[src/coproc_pkg.sv]
/*
  Shared definitions for the finite-field coprocessor
  Element widths, memory address types, instruction and stream formats
*/
package coproc_pkg;

  localparam int ELEM_BITS      = 16;
  localparam int READ_CYCLE     = 2;
  localparam int ADDSUB_LATENCY = 2;

  typedef logic [ELEM_BITS-1:0] elem_t;
  typedef logic [7:0]           slot_addr_t;
  typedef logic [5:0]           inst_addr_t;

  // Unlisted codes are skipped by the sequencer
  typedef enum logic [3:0] {
    OP_NOOP_WAIT = 4'h0,
    OP_COPY      = 4'h1,
    OP_ADD       = 4'h2,
    OP_SUB       = 4'h3,
    OP_SEND_IRQ  = 4'h4
  } opcode_e;

  // FE2 spans two consecutive slots
  typedef enum logic [3:0] {
    PT_FE  = 4'h1,
    PT_FE2 = 4'h2
  } point_type_e;

  typedef struct packed {
    opcode_e    code;
    slot_addr_t a;
    slot_addr_t b;
    slot_addr_t c;
  } inst_t;

  typedef struct packed {
    point_type_e pt;
    elem_t       dat;
  } slot_word_t;

  typedef struct packed {
    logic       we;
    inst_addr_t addr;
    inst_t      inst;
  } inst_wr_t;

  typedef struct packed {
    logic       we;
    slot_addr_t addr;
    slot_word_t word;
  } data_wr_t;

  typedef struct packed {
    logic  val;
    logic  sub;
    elem_t x;
    elem_t y;
  } addsub_req_t;

  typedef struct packed {
    logic  val;
    elem_t dat;
  } addsub_res_t;

  // Same layout as the packet header word
  typedef struct packed {
    slot_addr_t  b;
    point_type_e pt;
    logic [3:0]  cnt;
  } irq_idx_t;

  typedef struct packed {
    logic  sop;
    logic  eop;
    elem_t dat;
  } tx_word_t;

endpackage

[src/coproc_sequencer.sv]
/*
  Instruction sequencer
  Fetches and decodes from instruction memory, runs copy, add, subtract
  and send-interrupt instructions against slot memory
*/
`timescale 1ns/1ps

module coproc_sequencer
  import coproc_pkg::*;
(
  input  logic        i_clk,
  input  logic        i_rst,
  input  logic        i_start,
  input  inst_addr_t  i_start_pt,
  output logic        o_halted,
  output inst_addr_t  o_inst_addr,
  input  inst_t       i_inst,
  output slot_addr_t  o_data_addr,
  output logic        o_data_we,
  output slot_word_t  o_data_wdata,
  input  slot_word_t  i_data,
  output addsub_req_t o_req,
  input  addsub_res_t i_res,
  output logic        o_idx_push,
  output irq_idx_t    o_idx,
  input  logic        i_idx_full,
  output logic        o_word_push,
  output elem_t       o_word,
  input  logic        i_word_full
);

  typedef enum logic [2:0] {FETCH, NOOP_WAIT, COPY, ARITH, SEND} state_e;

  state_e              state;
  logic [READ_CYCLE:0] rd_pend;
  logic [2:0]          step;
  logic [1:0]          word_idx;
  logic                start_pend;
  inst_addr_t          start_pt_q;
  inst_t               inst_q;
  elem_t               x_q;
  point_type_e         pt_q;
  logic                rd_done;
  logic                is_fe2;

  assign rd_done  = rd_pend[READ_CYCLE];
  assign is_fe2   = (pt_q == PT_FE2);
  assign o_halted = (state == NOOP_WAIT) && !start_pend;

  task fetch_at(input inst_addr_t addr);
    o_inst_addr <= addr;
    rd_pend[0]  <= 1'b1;
    step        <= '0;
    state       <= FETCH;
  endtask

  task read_slot(input slot_addr_t addr);
    o_data_addr <= addr;
    rd_pend[0]  <= 1'b1;
  endtask

  always_ff @(posedge i_clk) begin
    if (i_rst) begin
      state       <= NOOP_WAIT;
      o_inst_addr <= '0;
      rd_pend     <= '0;
      step        <= '0;
      word_idx    <= '0;
      start_pend  <= 1'b0;
      o_data_we   <= 1'b0;
      o_req.val   <= 1'b0;
      o_idx_push  <= 1'b0;
      o_word_push <= 1'b0;
    end else begin
      rd_pend     <= rd_pend << 1;
      o_data_we   <= 1'b0;
      o_req.val   <= 1'b0;
      o_idx_push  <= 1'b0;
      o_word_push <= 1'b0;

      case (state)
        NOOP_WAIT: begin
          if (start_pend) begin
            start_pend <= 1'b0;
            fetch_at(start_pt_q);
          end
        end
        FETCH: begin
          if (rd_done) begin
            inst_q   <= i_inst;
            word_idx <= '0;
            case (i_inst.code)
              OP_NOOP_WAIT:   state <= NOOP_WAIT;
              OP_COPY:        state <= COPY;
              OP_ADD, OP_SUB: state <= ARITH;
              OP_SEND_IRQ:    state <= SEND;
              default:        fetch_at(o_inst_addr + 1'b1);
            endcase
          end
        end
        COPY: begin
          if (step == 3'd0) begin
            read_slot(inst_q.a);
            step <= 3'd1;
          end else if (rd_done) begin
            o_data_addr  <= inst_q.b;
            o_data_wdata <= i_data;
            o_data_we    <= 1'b1;
            fetch_at(o_inst_addr + 1'b1);
          end
        end
        ARITH: begin
          // Reads a, b, a+1, b+1 back to back; upper pair ignored for FE
          if (step < 3'd4) begin
            step <= step + 1'b1;
            case (step[1:0])
              2'd0:    read_slot(inst_q.a);
              2'd1:    read_slot(inst_q.b);
              2'd2:    read_slot(inst_q.a + 1'b1);
              default: read_slot(inst_q.b + 1'b1);
            endcase
          end
          if (rd_done) begin
            word_idx <= word_idx + 1'b1;
            if (word_idx == 2'd0) pt_q <= i_data.pt;
            if (!word_idx[0]) begin
              x_q <= i_data.dat;
            end else if (word_idx == 2'd1 || is_fe2) begin
              o_req.val <= 1'b1;
              o_req.sub <= (inst_q.code == OP_SUB);
              o_req.x   <= x_q;
              o_req.y   <= i_data.dat;
            end
          end
          // Step 4 waits on the low result, step 5 on the high one
          if (i_res.val) begin
            o_data_addr      <= (step == 3'd4) ? inst_q.c : inst_q.c + 1'b1;
            o_data_wdata.pt  <= pt_q;
            o_data_wdata.dat <= i_res.dat;
            o_data_we        <= 1'b1;
            if (step == 3'd4 && is_fe2) begin
              step <= 3'd5;
            end else begin
              fetch_at(o_inst_addr + 1'b1);
            end
          end
        end
        SEND: begin
          case (step)
            3'd0: begin
              if (!i_idx_full && !i_word_full) begin
                read_slot(inst_q.a);
                step <= 3'd1;
              end
            end
            3'd1: begin
              if (rd_done) begin
                pt_q       <= i_data.pt;
                o_idx_push <= 1'b1;
                o_idx.b    <= inst_q.b;
                o_idx.pt   <= i_data.pt;
                o_idx.cnt  <= (i_data.pt == PT_FE2) ? 4'd2 : 4'd1;
                step       <= 3'd2;
              end
            end
            // Last push must land before the full flag is trusted again
            3'd2: begin
              if (!i_word_full && !o_word_push) begin
                read_slot(inst_q.a + word_idx);
                step <= 3'd3;
              end
            end
            default: begin
              if (rd_done) begin
                o_word_push <= 1'b1;
                o_word      <= i_data.dat;
                word_idx    <= word_idx + 1'b1;
                if (word_idx == 2'd1 || !is_fe2) begin
                  fetch_at(o_inst_addr + 1'b1);
                end else begin
                  step <= 3'd2;
                end
              end
            end
          endcase
        end
        default: state <= NOOP_WAIT;
      endcase

      if (i_start) begin
        start_pend <= 1'b1;
        start_pt_q <= i_start_pt;
      end
    end
  end

endmodule

[config.mk]
export PLATFORM = sky130hd
export DESIGN_NAME = coproc_sequencer
export DESIGN_NICKNAME = d
export VERILOG_FILES = /design/src/coproc_pkg.sv /design/src/coproc_sequencer.sv
export SDC_FILE = /design/constraint.sdc
export NUM_CORES = 1
export LEC_CHECK = 0
export ABC_CLOCK_PERIOD_IN_PS = 11000
export BUFFER_PORTS_ARGS = -buffer_cell sky130_fd_sc_hd__buf_2
export CAP_MARGIN = 0
export CORE_UTILIZATION = 58
export CTS_CLUSTER_SIZE = 30
export DETAILED_ROUTE_END_ITERATION = 7
export HOLD_SLACK_MARGIN = 0.12
export PLACE_DENSITY = 0.9
export SKIP_CTS_REPAIR_TIMING = 1
export SKIP_LAST_GASP = 1
export SLEW_MARGIN = 20
export SYNTH_ARGS = -nofsm -noshare
export SYNTH_HDL_FRONTEND = slang
export SYNTH_SLANG_ARGS = --single-unit
[constraint.sdc]
create_clock -name i_clk -period 11 [get_ports i_clk]
set_input_delay 1.1 -clock i_clk [delete_from_list [all_inputs] [get_ports i_clk]]
set_output_delay 1.1 -clock i_clk [all_outputs]
set_load 0.01 [all_outputs]
== Yosys cells after proc, flatten, opt, wreduce, memory -nomap -nowiden ==
Cells that the tools add are included.
Word-level totals
  bits in registers: 169
  output and inout bits: 104
  bits of input ports: 76
Cells by class
  bitwise gates (word level): 7
  add/subtract/negate cells: 7
  mux-type cells: 79
  eq/ne operators: 37
  reduce and logical (&&, ||, !) cells: 41
  magnitude comparators: 1
Operators by type and width (number)
  $mux 20: 3
  $mux 6: 10
  $mux 3: 19
  $mux 8: 7
  $pmux 8 s3: 2
  $pmux 20 s2: 1
  $mux 34: 1
  $pmux 3 s5: 2
  $pmux 6 s5: 1
  $ne 2x2->1 const B: 13
  $add 8x1->8 const B: 3
  $eq 4x2->1 const B: 5
  $ne 3x3->1 const B: 6
  $mux 1: 16
  $mux 4: 4
  $pmux 8 s2: 1
  $pmux 3 s4: 1
  $reduce_and 4->1: 3
  $reduce_and 11->1: 1
  $mux 2: 5
  $reduce_and 10->1: 1
  $reduce_and 5->1: 2
  $reduce_or 5->1: 2
  $eq 3x2->1 const B: 3
  36 further kinds: 60

== Logic depth before layout (Yosys ltp) ==
Gate-level depths: netlist of run 1.
  depth in word-level cells: 7
  depth in mapped cells: 10
  depth with buffers taken out: 9

== Least setup slack after synthesis of run 1 ==
No wires, ideal clock.
  path kind: input -> register
  from: input i_rst
  to: register o_req[0] (netlist name), enable pin
  path buffers: 1
  slack: 5704 ps
  data required time: 10494 ps
  cell stages on the path: 4
  data arrival time: 4790 ps
  setup time: 506 ps
  path through: inv_1 > clkbuf_1 > nand2_1 > nor4_1
On the way
  word-level cells in the longest chain between the ends: 2
RTL lines
  start: declaration: line coproc_sequencer.sv:12  | input logic i_rst,
  $not 1->1 (no line)
  $reduce_and 5->1 (no line)
  end: declaration: line coproc_sequencer.sv:22  | output addsub_req_t o_req,
Every way passes these cells.
A chain may end at the register's enable or synchronous reset.

== Worst setup path after layout of run 1 ==
  from: register step[0]
  to: register o_data_addr[0], enable pin
On the way
  word-level cells in the longest chain between the ends: 3
RTL lines
  start: declaration: line coproc_sequencer.sv:36  | logic [2:0] step;
  start signal: assignment: line coproc_sequencer.sv:115  | step <= step + 1'b1;
  $lt 3x3->1 (tied with other cells): line coproc_sequencer.sv:114  | if (step < 3'd4) begin
  $ne 3x3->1 (no line)
  $reduce_and 7->1 (no line) (*)
  end signal: assignment: line coproc_sequencer.sv:106  | o_data_addr <= inst_q.b;
  end signal: assignment: line coproc_sequencer.sv:137  | o_data_addr <= (step == 3'd4) ? inst_q.c : inst_q.c + 1'b1;
  end: declaration: line coproc_sequencer.sv:18  | output slot_addr_t o_data_addr,
Every way passes the cells marked *; elsewhere a longest branch is shown, timed or not.

==> results of run 1 <==
final timing paths:
check	start	to	slack, ns	depth (start not counted)
worst max-delay path	step[0]	o_data_addr[0]	7.72	6
worst min-delay path	x_q[1]	o_req[17]	0.41	0
worst max register to register	step[0]	o_data_addr[0]	7.72	6
worst min register to register	x_q[1]	o_req[17]	0.41	0
cell usage after synthesis, drive strengths merged, types with 7 or more instances:
| master | instances | area (um2) |
|---|---|---|
| dfxtp | 22 | 440 |
| edfxtp | 145 | 4350 |
| nor3 | 14 | 75.1 |
| buf | 20 | 123 |
| a221oi | 7 | 61.3 |
| o21ai | 21 | 105 |
| xnor2 | 7 | 61.3 |
| inv | 18 | 67.6 |
| nand3 | 11 | 55.1 |
| ha | 12 | 150 |
| nor4 | 11 | 68.8 |
| mux2i | 12 | 120 |
| o31ai | 12 | 110 |
| nand2 | 85 | 319 |
| nor2 | 29 | 109 |
| clkbuf | 19 | 71.3 |
| nor2b | 8 | 50.1 |
| nand4 | 7 | 43.8 |
| a21oi | 21 | 105 |
sequential cells by signal, summed over array words and instances, names as in the netlist:
register	flops
state	3
start_pend	1
inst_q	28
x_q	16
word_idx	2
o_idx_push	1
step	3
o_word_push	1
o_data_addr	8
o_data_wdata	20
pt_q	4
rd_pend	3
o_idx	14
o_req	34
o_data_we	1
o_inst_addr	6
start_pt_q	6
o_word	16
power by group through the flow:
stage	combinational [uW]	sequential, uW	clock, uW
after floorplan	149	731	0
after global placement	178	740	0
after detailed placement	186	742	0
after CTS	188	729	623
after global routing	209	732	652
final	191	730	614
per-layer routing:
layer  GRT usage (%)  vias up  wire length, um
met4            9.70        0              316
met3            6.99       38             1400
met2            45.9      327             8820
met5               0        -                0
met1            34.4     2673             7010
li1                -     2554                -
cell type report:
class / count / area [um2]
Sequential cell: 167 / 4790
Fill cell: 829 / 3240
Multi-Input combinational cell: 362 / 2350
Timing Repair Buffer: 183 / 931
Clock buffer: 18 / 429
Tap cell: 168 / 210
Clock inverter: 14 / 189
Inverter: 18 / 67.6
cell families (layout without fill, tap and decap cells):
family | count (synthesis) | after routing | share of synthesized area [%]
simple gates | 202 | 202 | 13.7
compound gates | 120 | 120 | 12.0
buf+inv | 57 | 233 | 3.55
xor+xnor | 10 | 10 | 1.19
other cells | 1 | 2 | 0.0509
mux | 15 | 15 | 2.09
fa+ha+maj | 13 | 13 | 2.31
flops | 167 | 167 | 65.1
per-stage QoR:
step | std cells | worst slack, ns | instance area [um2] | total power, uW
floorplan | 586 | 5.70 | 7370 | 881
global placement | 898 | 7.57 | 8340 | 918
detailed placement | 898 | 7.42 | 8340 | 928
CTS | 930 | 7.42 | 8960 | 1540
global route | 930 | 7.49 | 8970 | 1590
finish | 930 | 7.72 | 8970 | 1530
==> reports/results.ini, run 1 <==
[critical_path]
cp_top_family = compound AO/OA/AOI/OAI gates
path_buf_inv = 1
path_cells = inv_1 > ha_1 > nor2b_1 > nor4_1 > a211o_1 > a211oi_2
max_stage_delay_ns = 0.70
critPathSlowestCell = ha_1
cp_max_fo = 25
cp.arrival_ns = 3.34
start_kind = flop
path_class = reg -> reg
cp.required_ns = 11.06
worstSetupEndpointType = flop

[sta]
clock_skew_ns = 0.00760
rsz0062_at_grt = false
period_minus_slack_ns = 3.28
fin_tns_setup_ns = 0
setup_violations = 0
finalMaxSlewViolations = 0
fmax_ghz = 0.305
final_hold_viol_count = 0
post-route-period-util_pct = 29.8
whs_ns = 0.413
relSlewSlack_pct = 42.6
tightest_slew_ns = 0.856

[routing]
firstDrtPassIters = 5
drt-initial-drc-count = 551
final_antenna_net_count = 0
via_count = 5592
wl_per_cell_um = 18.9
via_per_inst = 6.01
drc_errors = 0
wirelength_um = 17500

[final_layout]
n_antenna_cell = 0
final_nets = 838
synthToLayoutAreaGrowth_pct = 21.9
fin_util_pct = 73.5
final_common_cell = buf_2
mostFrequentLayoutCells = buf_2 (177), edfxtp_1 (145), nand2_1 (85), nor2_1 (28), dfxtp_1 (22)
drive_above_1_share_pct = 31.1

[job]
max-cap-violations = 0

[die]
core_mm2 = 0.0122
die_area_mm2 = 0.0131
num_rows = 40
die_h_um = 115
die_x_um = 115
start_util_pct = 60.3
ios = 180

[clock_network]
cts_tree = built
cts-root-buf = clkbuf_16
cts_buffers = 17
htree_levels = 4
cts.clk_slew.worst_paths_ns = 0.06
cts_max_path_buffers = 2
clk_latency_ns = 0.43
clock-sinks = 167

[power_and_ir_drop]
p_per_area_mw_per_mm2 = 171
p_sw_uw = 392
pwr-share-comb_pct = 12.4
internal_power_uw = 1140
switching_share_pct = 25.5
ir_drop_mv = 0.0935
p_seq_share_pct = 47.5
clock_power_share_pct = 40.0
leakagePower_uw = 0.00341

[logic_synthesis]
async_flop_share_pct = 0
synth-seq-cells = 167
synthesis.area_mm2 = 0.00736
synth.yosys.seq_area_share_pct = 65.1
yosysUniqueCellTypes = 75
synth_flop_cell = edfxtp_1
avgSynthCellArea_um2 = 12.6
synth_edf_count = 145
synth_warnings = 0
syn_inst = 585

[global_routing]
grt_start_max_net_pins = 34
grt-ovfl-total = 0
grt_antenna_before_repair = 0
grt_pass1_vias = 5226
grt_pass1_wl_um = 26700
grt_usage_pct = 27.3

[placed_design]
portBuffers = 177
dpl.hpwl_um = 12400
gp_congestion = 0.889

[outcome]
run_status = completed

[worst_hold_path]
hp-class = reg -> reg

No activity file was read; power rests on OpenSTA's default activity.
==> run 2, diff against run 1 <==
--- a/config.mk
+++ b/config.mk
@@ -5,14 +5,14 @@
 export SDC_FILE = /design/constraint.sdc
 export NUM_CORES = 1
 export LEC_CHECK = 0
-export ABC_CLOCK_PERIOD_IN_PS = 11000
+export ABC_CLOCK_PERIOD_IN_PS = 3400
 export BUFFER_PORTS_ARGS = -buffer_cell sky130_fd_sc_hd__buf_2
 export CAP_MARGIN = 0
-export CORE_UTILIZATION = 58
+export CORE_UTILIZATION = 54
 export CTS_CLUSTER_SIZE = 30
 export DETAILED_ROUTE_END_ITERATION = 7
 export HOLD_SLACK_MARGIN = 0.12
-export PLACE_DENSITY = 0.9
+export PLACE_DENSITY = 0.85
 export SKIP_CTS_REPAIR_TIMING = 1
 export SKIP_LAST_GASP = 1
 export SLEW_MARGIN = 20
==> constraint.sdc (replaced) <==
create_clock -name i_clk -period 3.4 [get_ports i_clk]
set_input_delay 0.34 -clock i_clk [delete_from_list [all_inputs] [get_ports i_clk]]
set_output_delay 0.34 -clock i_clk [all_outputs]
set_load 0.01 [all_outputs]
==> run 2 against run 1 <==
Via count rose by 1.2%. Cell count rose by 4.8%. Sequential cell count did not move. Die area rose by 7.3%. Maximum frequency rose by 22%. Clock power rose to 3.1 times the previous value. Largest cell class unchanged. Sequential power rose to 3.2 times the previous value. Clock skew rose by 0.0036 ns. Combinational power rose to 3.4 times the previous value. Worst setup slack got worse by 7.0 ns. Non-clock buffer count rose by 37. Hold slack got worse by 0.28 ns.
==> reports/results.ini, run 2 (synthesis results as in run 1) <==
[sta]
relSlewSlack_pct = 46.0  ; was 42.6%
clock_skew_ns = 0.0112  ; was 0.00760 ns
setup_violations = 0  ; unchanged
post-route-period-util_pct = 78.8  ; was 29.8%
final_hold_viol_count = 0  ; unchanged
tightest_slew_ns = 0.802  ; was 0.856 ns
finalMaxSlewViolations = 0  ; unchanged
fin_tns_setup_ns = 0  ; unchanged
rsz0062_at_grt = false  ; unchanged
fmax_ghz = 0.373  ; was 0.305 GHz
period_minus_slack_ns = 2.68  ; was 3.28 ns

[critical_path]
cp_top_family = compound AO/OA/AOI/OAI gates  ; unchanged
cp.arrival_ns = 2.98  ; was 3.34 ns
cp_max_fo = 22  ; was 25
start_kind = flop  ; unchanged
cp.required_ns = 3.70  ; was 11.06 ns
max_stage_delay_ns = 0.79  ; was 0.70 ns
path_class = reg -> reg  ; unchanged
critPathSlowestCell = dfxtp_1  ; was ha_1
worstSetupEndpointType = flop  ; unchanged
path_buf_inv = 0  ; was 1
path_cells = or3b_1 > o22ai_2 > a22o_1 > o311ai_0 > o31ai_2  ; was inv_1 > ha_1 > nor2b_1 > nor4_1 > a211o_1 > a211oi_2

[routing]
final_antenna_net_count = 0  ; unchanged
via_per_inst = 5.81  ; was 6.01
via_count = 5661  ; was 5592
drt-initial-drc-count = 623  ; was 551
firstDrtPassIters = 7  ; was 5
wirelength_um = 18300  ; was 17500 um
wl_per_cell_um = 18.8  ; was 18.9 um
drc_errors = 0  ; unchanged

[die]
die_area_mm2 = 0.0141  ; was 0.0131 mm2
core_mm2 = 0.0133  ; was 0.0122 mm2
die_x_um = 119  ; was 115 um
die_h_um = 119  ; was 115 um
ios = 180  ; unchanged
start_util_pct = 55.4  ; was 60.3%
num_rows = 42  ; was 40

[global_routing]
grt_start_max_net_pins = 34  ; unchanged
grt_pass1_vias = 5162  ; was 5226
grt-ovfl-total = 0  ; unchanged
grt_antenna_before_repair = 0  ; unchanged
grt_usage_pct = 26.0  ; was 27.3%
grt_pass1_wl_um = 27700  ; was 26700 um

[clock_network]
cts_max_path_buffers = 2  ; unchanged
htree_levels = 4  ; unchanged
cts-root-buf = clkbuf_16  ; unchanged
cts.clk_slew.worst_paths_ns = 0.07  ; was 0.06 ns
clock-sinks = 167  ; unchanged
cts_tree = built  ; unchanged
clk_latency_ns = 0.43  ; about the same
cts_buffers = 17  ; unchanged

[worst_hold_path]
hp-class = in -> reg  ; was reg -> reg

[final_layout]
seqCellArea_mm2 = 0.00479  ; unchanged
nFillCells = 921  ; was 829
multi_input_area_mm2 = 0.00235  ; about the same
final_common_cell = buf_2  ; unchanged
largest_register_ffs = 34  ; unchanged
n_antenna_cell = 0  ; unchanged
synthToLayoutAreaGrowth_pct = 26.5  ; was 21.9%
mostFrequentLayoutCells = buf_2 (177), edfxtp_1 (145), nand2_1 (85), dlygate4sd3_1 (31), nor2_1 (29)  ; was buf_2 (177), edfxtp_1 (145), nand2_1 (85), nor2_1 (28), dfxtp_1 (22)
design_area_mm2 = 0.00931  ; was 0.00897 mm2
final_nets = 875  ; was 838
reg_top3 = o_req: 34 flops, inst_q: 28 flops, o_data_wdata: 20 flops  ; unchanged
drive_above_1_share_pct = 30.2  ; was 31.1%
regMostFlops = o_req  ; unchanged

[power_and_ir_drop]
p_per_area_mw_per_mm2 = 526  ; was 171 mW/mm2
leakagePower_uw = 0.00356  ; was 0.00341 uW
ir_drop_mv = 0.329  ; was 0.0935 mV

[outcome]
run_status = completed  ; unchanged

[job]
max-cap-violations = 0  ; unchanged

[placed_design]
dpl.hpwl_um = 12600  ; was 12400 um
portBuffers = 177  ; unchanged
placed_cell_area_mm2 = 0.00841  ; was 0.00834 mm2
gp_congestion = 0.959  ; was 0.889

-- run 2: cell types whose count changed in the layout (fill, tap and decap cells not counted), moves of 2 or more --
| cell | delta |
|---|---|
| clkinvlp_4 | +2 |
| bufinv_16 | -2 |
| buf_4 | +6 |
| nor4_4 | +2 |
| dlygate4sd3_1 | +31 |
| nor4_2 | -2 |
-- run 2: per-stage QoR --
step / worst slack [ns] / power [uW] / hold slack, ns / util, % / cells
after floorplan: 0.343 / 2850 / 0.400 / - / 586
after global placement: 0.842 / 2990 / 0.401 / 63.3 / 912
after detailed placement: 0.752 / 3020 / 0.405 / 63.3 / 912
after CTS: 0.742 / 4900 / 0.0642 / 67.7 / 944
after global routing: 0.470 / 5090 / 0.126 / 70.0 / 975
final: 0.722 / 4900 / 0.128 / 70.0 / 975
-- run 2: layer usage --
layer	global-route usage (%)	routed length, um	share of wire [%]	up-vias
met2	43.1	9240	51	330
met5	0	0	0	-
li1	-	-	-	2623
met1	33.6	7290	40	2673
met4	8.07	370	2.0	0
met3	6.42	1390	7.6	35
-- run 2: final cells by class --
type | instances | area share, %
clock inverters | 15 | 1.75
well taps | 176 | 2.36
repair buffers | 220 | 13.8
flip-flops and latches | 167 | 51.5
multi-input cells | 362 | 25.3
inverters | 18 | 0.726
clock buffers | 17 | 4.57
-- run 2: final timing paths --
check | from | endpoint | slack (ns) | depth (start not counted)
worst min-delay path | i_inst[24] | inst_q[24] | 0.13 | 1
worst max register to register | state[0] | o_inst_addr[4] | 0.72 | 5
worst max-delay path | state[0] | o_inst_addr[4] | 0.72 | 5
worst min register to register | x_q[12] | o_req[28] | 0.42 | 0
-- run 2: report_power, final --
part           switching, uW  internal, uW  total [uW]
sequential              84.0          2280        2360
combinational            389           268         657
clock                    844          1040        1880
-- run 2: worst register-to-register path: cells and delay by family (launching register included) --
kind | cells | cell delay [ns]
compound gates | 4 | 1.15
flops | 1 | 0.79
simple gates | 1 | 0.62
==> run 3, diff against run 2 <==
--- a/config.mk
+++ b/config.mk
@@ -5,14 +5,14 @@
 export SDC_FILE = /design/constraint.sdc
 export NUM_CORES = 1
 export LEC_CHECK = 0
-export ABC_CLOCK_PERIOD_IN_PS = 3400
+export ABC_CLOCK_PERIOD_IN_PS = 2300
 export BUFFER_PORTS_ARGS = -buffer_cell sky130_fd_sc_hd__buf_2
 export CAP_MARGIN = 0
-export CORE_UTILIZATION = 54
+export CORE_UTILIZATION = 48
 export CTS_CLUSTER_SIZE = 30
 export DETAILED_ROUTE_END_ITERATION = 7
 export HOLD_SLACK_MARGIN = 0.12
-export PLACE_DENSITY = 0.85
+export PLACE_DENSITY = 0.8
 export SKIP_CTS_REPAIR_TIMING = 1
 export SKIP_LAST_GASP = 1
 export SLEW_MARGIN = 20
==> constraint.sdc (replaced) <==
create_clock -name i_clk -period 2.3 [get_ports i_clk]
set_input_delay 0.23 -clock i_clk [delete_from_list [all_inputs] [get_ports i_clk]]
set_output_delay 0.23 -clock i_clk [all_outputs]
set_load 0.01 [all_outputs]
==> run 3 against run 2 <==
Critical path depth rose by 4. Global-route usage is 2.0 points lower. Clock power increased by 54%. Die area grew 12%. Sequential power up 46%. First-iteration DRC count is 6.6% lower. Clock-buffer cell count is the same. Hold slack gained 0.14 ns. Maximum frequency rose by 21%. Register-to-register slack lost 0.64 ns. Highest routed layer unchanged.
==> reports/results.ini, run 3 (synthesis results as in run 1) <==
[clock_network]
cts_max_path_buffers = 2  ; unchanged
cts_buffers = 17  ; unchanged
cts-root-buf = clkbuf_16  ; unchanged
clock-sinks = 167  ; unchanged
clk_latency_ns = 0.43  ; about the same
cts.clk_slew.worst_paths_ns = 0.07  ; about the same
cts_tree = built  ; unchanged
htree_levels = 4  ; unchanged

[critical_path]
start_kind = flop  ; unchanged
crit_end = o_data_addr[4]  ; was o_inst_addr[4]
worstSetupEndpointType = flop  ; unchanged
cp.required_ns = 2.59  ; was 3.70 ns
path_class = reg -> reg  ; unchanged
cp.arrival_ns = 2.51  ; was 2.98 ns
reg2reg_from = step[0]  ; was state[0]
cp_max_fo = 7  ; was 22
reg2reg_slack_ns = 0.08  ; was 0.72 ns
r2r_end = o_data_addr[4]  ; was o_inst_addr[4]
reg2reg_depth = 9  ; was 5
startpoint = step[0]  ; was state[0]

[die]
start_util_pct = 49.9  ; was 55.4%
die_x_um = 126  ; was 119 um
die_h_um = 126  ; was 119 um
core_mm2 = 0.0148  ; was 0.0133 mm2
ios = 180  ; unchanged
die_area_mm2 = 0.0158  ; was 0.0141 mm2
num_rows = 44  ; was 42

[final_layout]
n_antenna_cell = 0  ; unchanged
regMostFlops = o_req  ; unchanged
largest_register_ffs = 34  ; unchanged
final_cell_count_no_fill = 1052  ; was 975
final_nets = 944  ; was 875
seqCellArea_mm2 = 0.00480  ; was 0.00479 mm2
synthToLayoutAreaGrowth_pct = 37.0  ; was 26.5%
final_common_cell = buf_2  ; unchanged
reg_top3 = o_req: 34 flops, inst_q: 28 flops, o_data_wdata: 20 flops  ; unchanged
mostFrequentLayoutCells = buf_2 (177), edfxtp_1 (145), nand2_1 (85), dlygate4sd3_1 (71), buf_4 (36)  ; was buf_2 (177), edfxtp_1 (145), nand2_1 (85), dlygate4sd3_1 (31), nor2_1 (29)
nFillCells = 1019  ; was 921
drive_above_1_share_pct = 32.4  ; was 30.2%
multi_input_area_mm2 = 0.00241  ; was 0.00235 mm2

[routing]
via_count = 6045  ; was 5661
firstDrtPassIters = 5  ; was 7
drc_errors = 0  ; unchanged
via_per_inst = 5.75  ; was 5.81
wirelength_um = 20500  ; was 18300 um
drt-initial-drc-count = 582  ; was 623
wl_per_cell_um = 19.5  ; was 18.8 um
final_antenna_net_count = 0  ; unchanged

[global_routing]
grt_pass1_wl_um = 28900  ; was 27700 um
grt-ovfl-total = 0  ; unchanged
grt_start_max_net_pins = 31  ; was 34
grt_usage_pct = 23.9  ; was 26.0%
grt_antenna_before_repair = 0  ; unchanged
grt_pass1_vias = 5543  ; was 5162

[outcome]
run_status = completed  ; unchanged

[sta]
final_hold_viol_count = 0  ; unchanged
period_minus_slack_ns = 2.22  ; was 2.68 ns
fmax_ghz = 0.451  ; was 0.373 GHz
finalMaxSlewViolations = 0  ; unchanged
relSlewSlack_pct = 62.4  ; was 46.0%
tightest_slew_ns = 0.563  ; was 0.802 ns
post-route-period-util_pct = 96.3  ; was 78.8%
setup_violations = 0  ; unchanged
clock_skew_ns = 0.0105  ; was 0.0112 ns

[power_and_ir_drop]
p_per_area_mw_per_mm2 = 750  ; was 526 mW/mm2
power.total_uw = 7570  ; was 4900 uW
ir_drop_mv = 0.447  ; was 0.329 mV
leakagePower_uw = 0.00391  ; was 0.00356 uW

[placed_design]
portBuffers = 177  ; unchanged
dp_cells = 949  ; was 912
gp_congestion = 0.885  ; was 0.959
dpl.hpwl_um = 13300  ; was 12600 um

[job]
max-cap-violations = 0  ; unchanged

[worst_hold_path]
hp-class = in -> reg  ; unchanged

==> run 3: per-stage QoR <==
step | utilization, % | hold WS [ns] | cell area, um2 | TNS (ns) | worst slack [ns]
floorplan | - | 0.329 | 7450 | -7.01 | -0.212
global placement | 59.2 | 0.402 | 8740 | 0 | 0.0474
detailed placement | 59.2 | 0.405 | 8740 | -0.00266 | -0.00266
CTS | 63.4 | -0.0401 | 9350 | -0.0241 | -0.0241
global route | 68.4 | 0.280 | 10100 | -0.00163 | -0.00163
finish | 68.4 | 0.266 | 10100 | 0 | 0.0850
==> run 3: worst min path at each step <==
| stage | from | to | slack (ns) | cells after the start |
|---|---|---|---|---|
| detailed placement | x_q[0] | o_req[16] | 0.41 | 0 |
| floorplan | i_inst[0] | inst_q[0] | 0.33 | 0 |
| global placement | x_q[8] | o_req[24] | 0.40 | 0 |
| global route | i_rst | step[0] | 0.28 | 4 |
| finish | i_rst | step[0] | 0.27 | 4 |
| CTS | i_inst[1] | inst_q[1] | -0.04 | 1 |
==> run 3: final cells by class <==
| class | instances | area share [%] |
|---|---|---|
| inverters | 18 | 0.670 |
| flip-flops and latches | 167 | 47.6 |
| multi-input cells | 362 | 23.9 |
| well taps | 184 | 2.28 |
| repair buffers | 289 | 19.5 |
| clock buffers | 17 | 4.22 |
| clock inverters | 15 | 1.85 |
==> run 3: per-layer routing <==
layer | global-route usage (%) | wire length (um)
met5 | 0 | 0
met2 | 40.0 | 10100
met3 | 6.16 | 1590
met1 | 29.7 | 8310
met4 | 9.99 | 501
==> run 3: where the power goes <==
| part | switching (uW) | leakage, uW | internal, uW |
|---|---|---|---|
| clock | 1250 | 0.000287 | 1650 |
| sequential | 88.3 | 0.00149 | 3370 |
| combinational | 674 | 0.00214 | 535 |
| total | 2020 | 0.00391 | 5550 |
==> run 3: worst max-delay path: stages, from the launching register on <==
cell      delay (ns)
dfxtp_1         0.32
inv_2           0.10
ha_4            0.17
mux2_2          0.34
ha_2            0.24
a311oi_2        0.27
o21a_1          0.14
a41oi_1         0.04
a221o_1         0.38
nand3_1         0.07
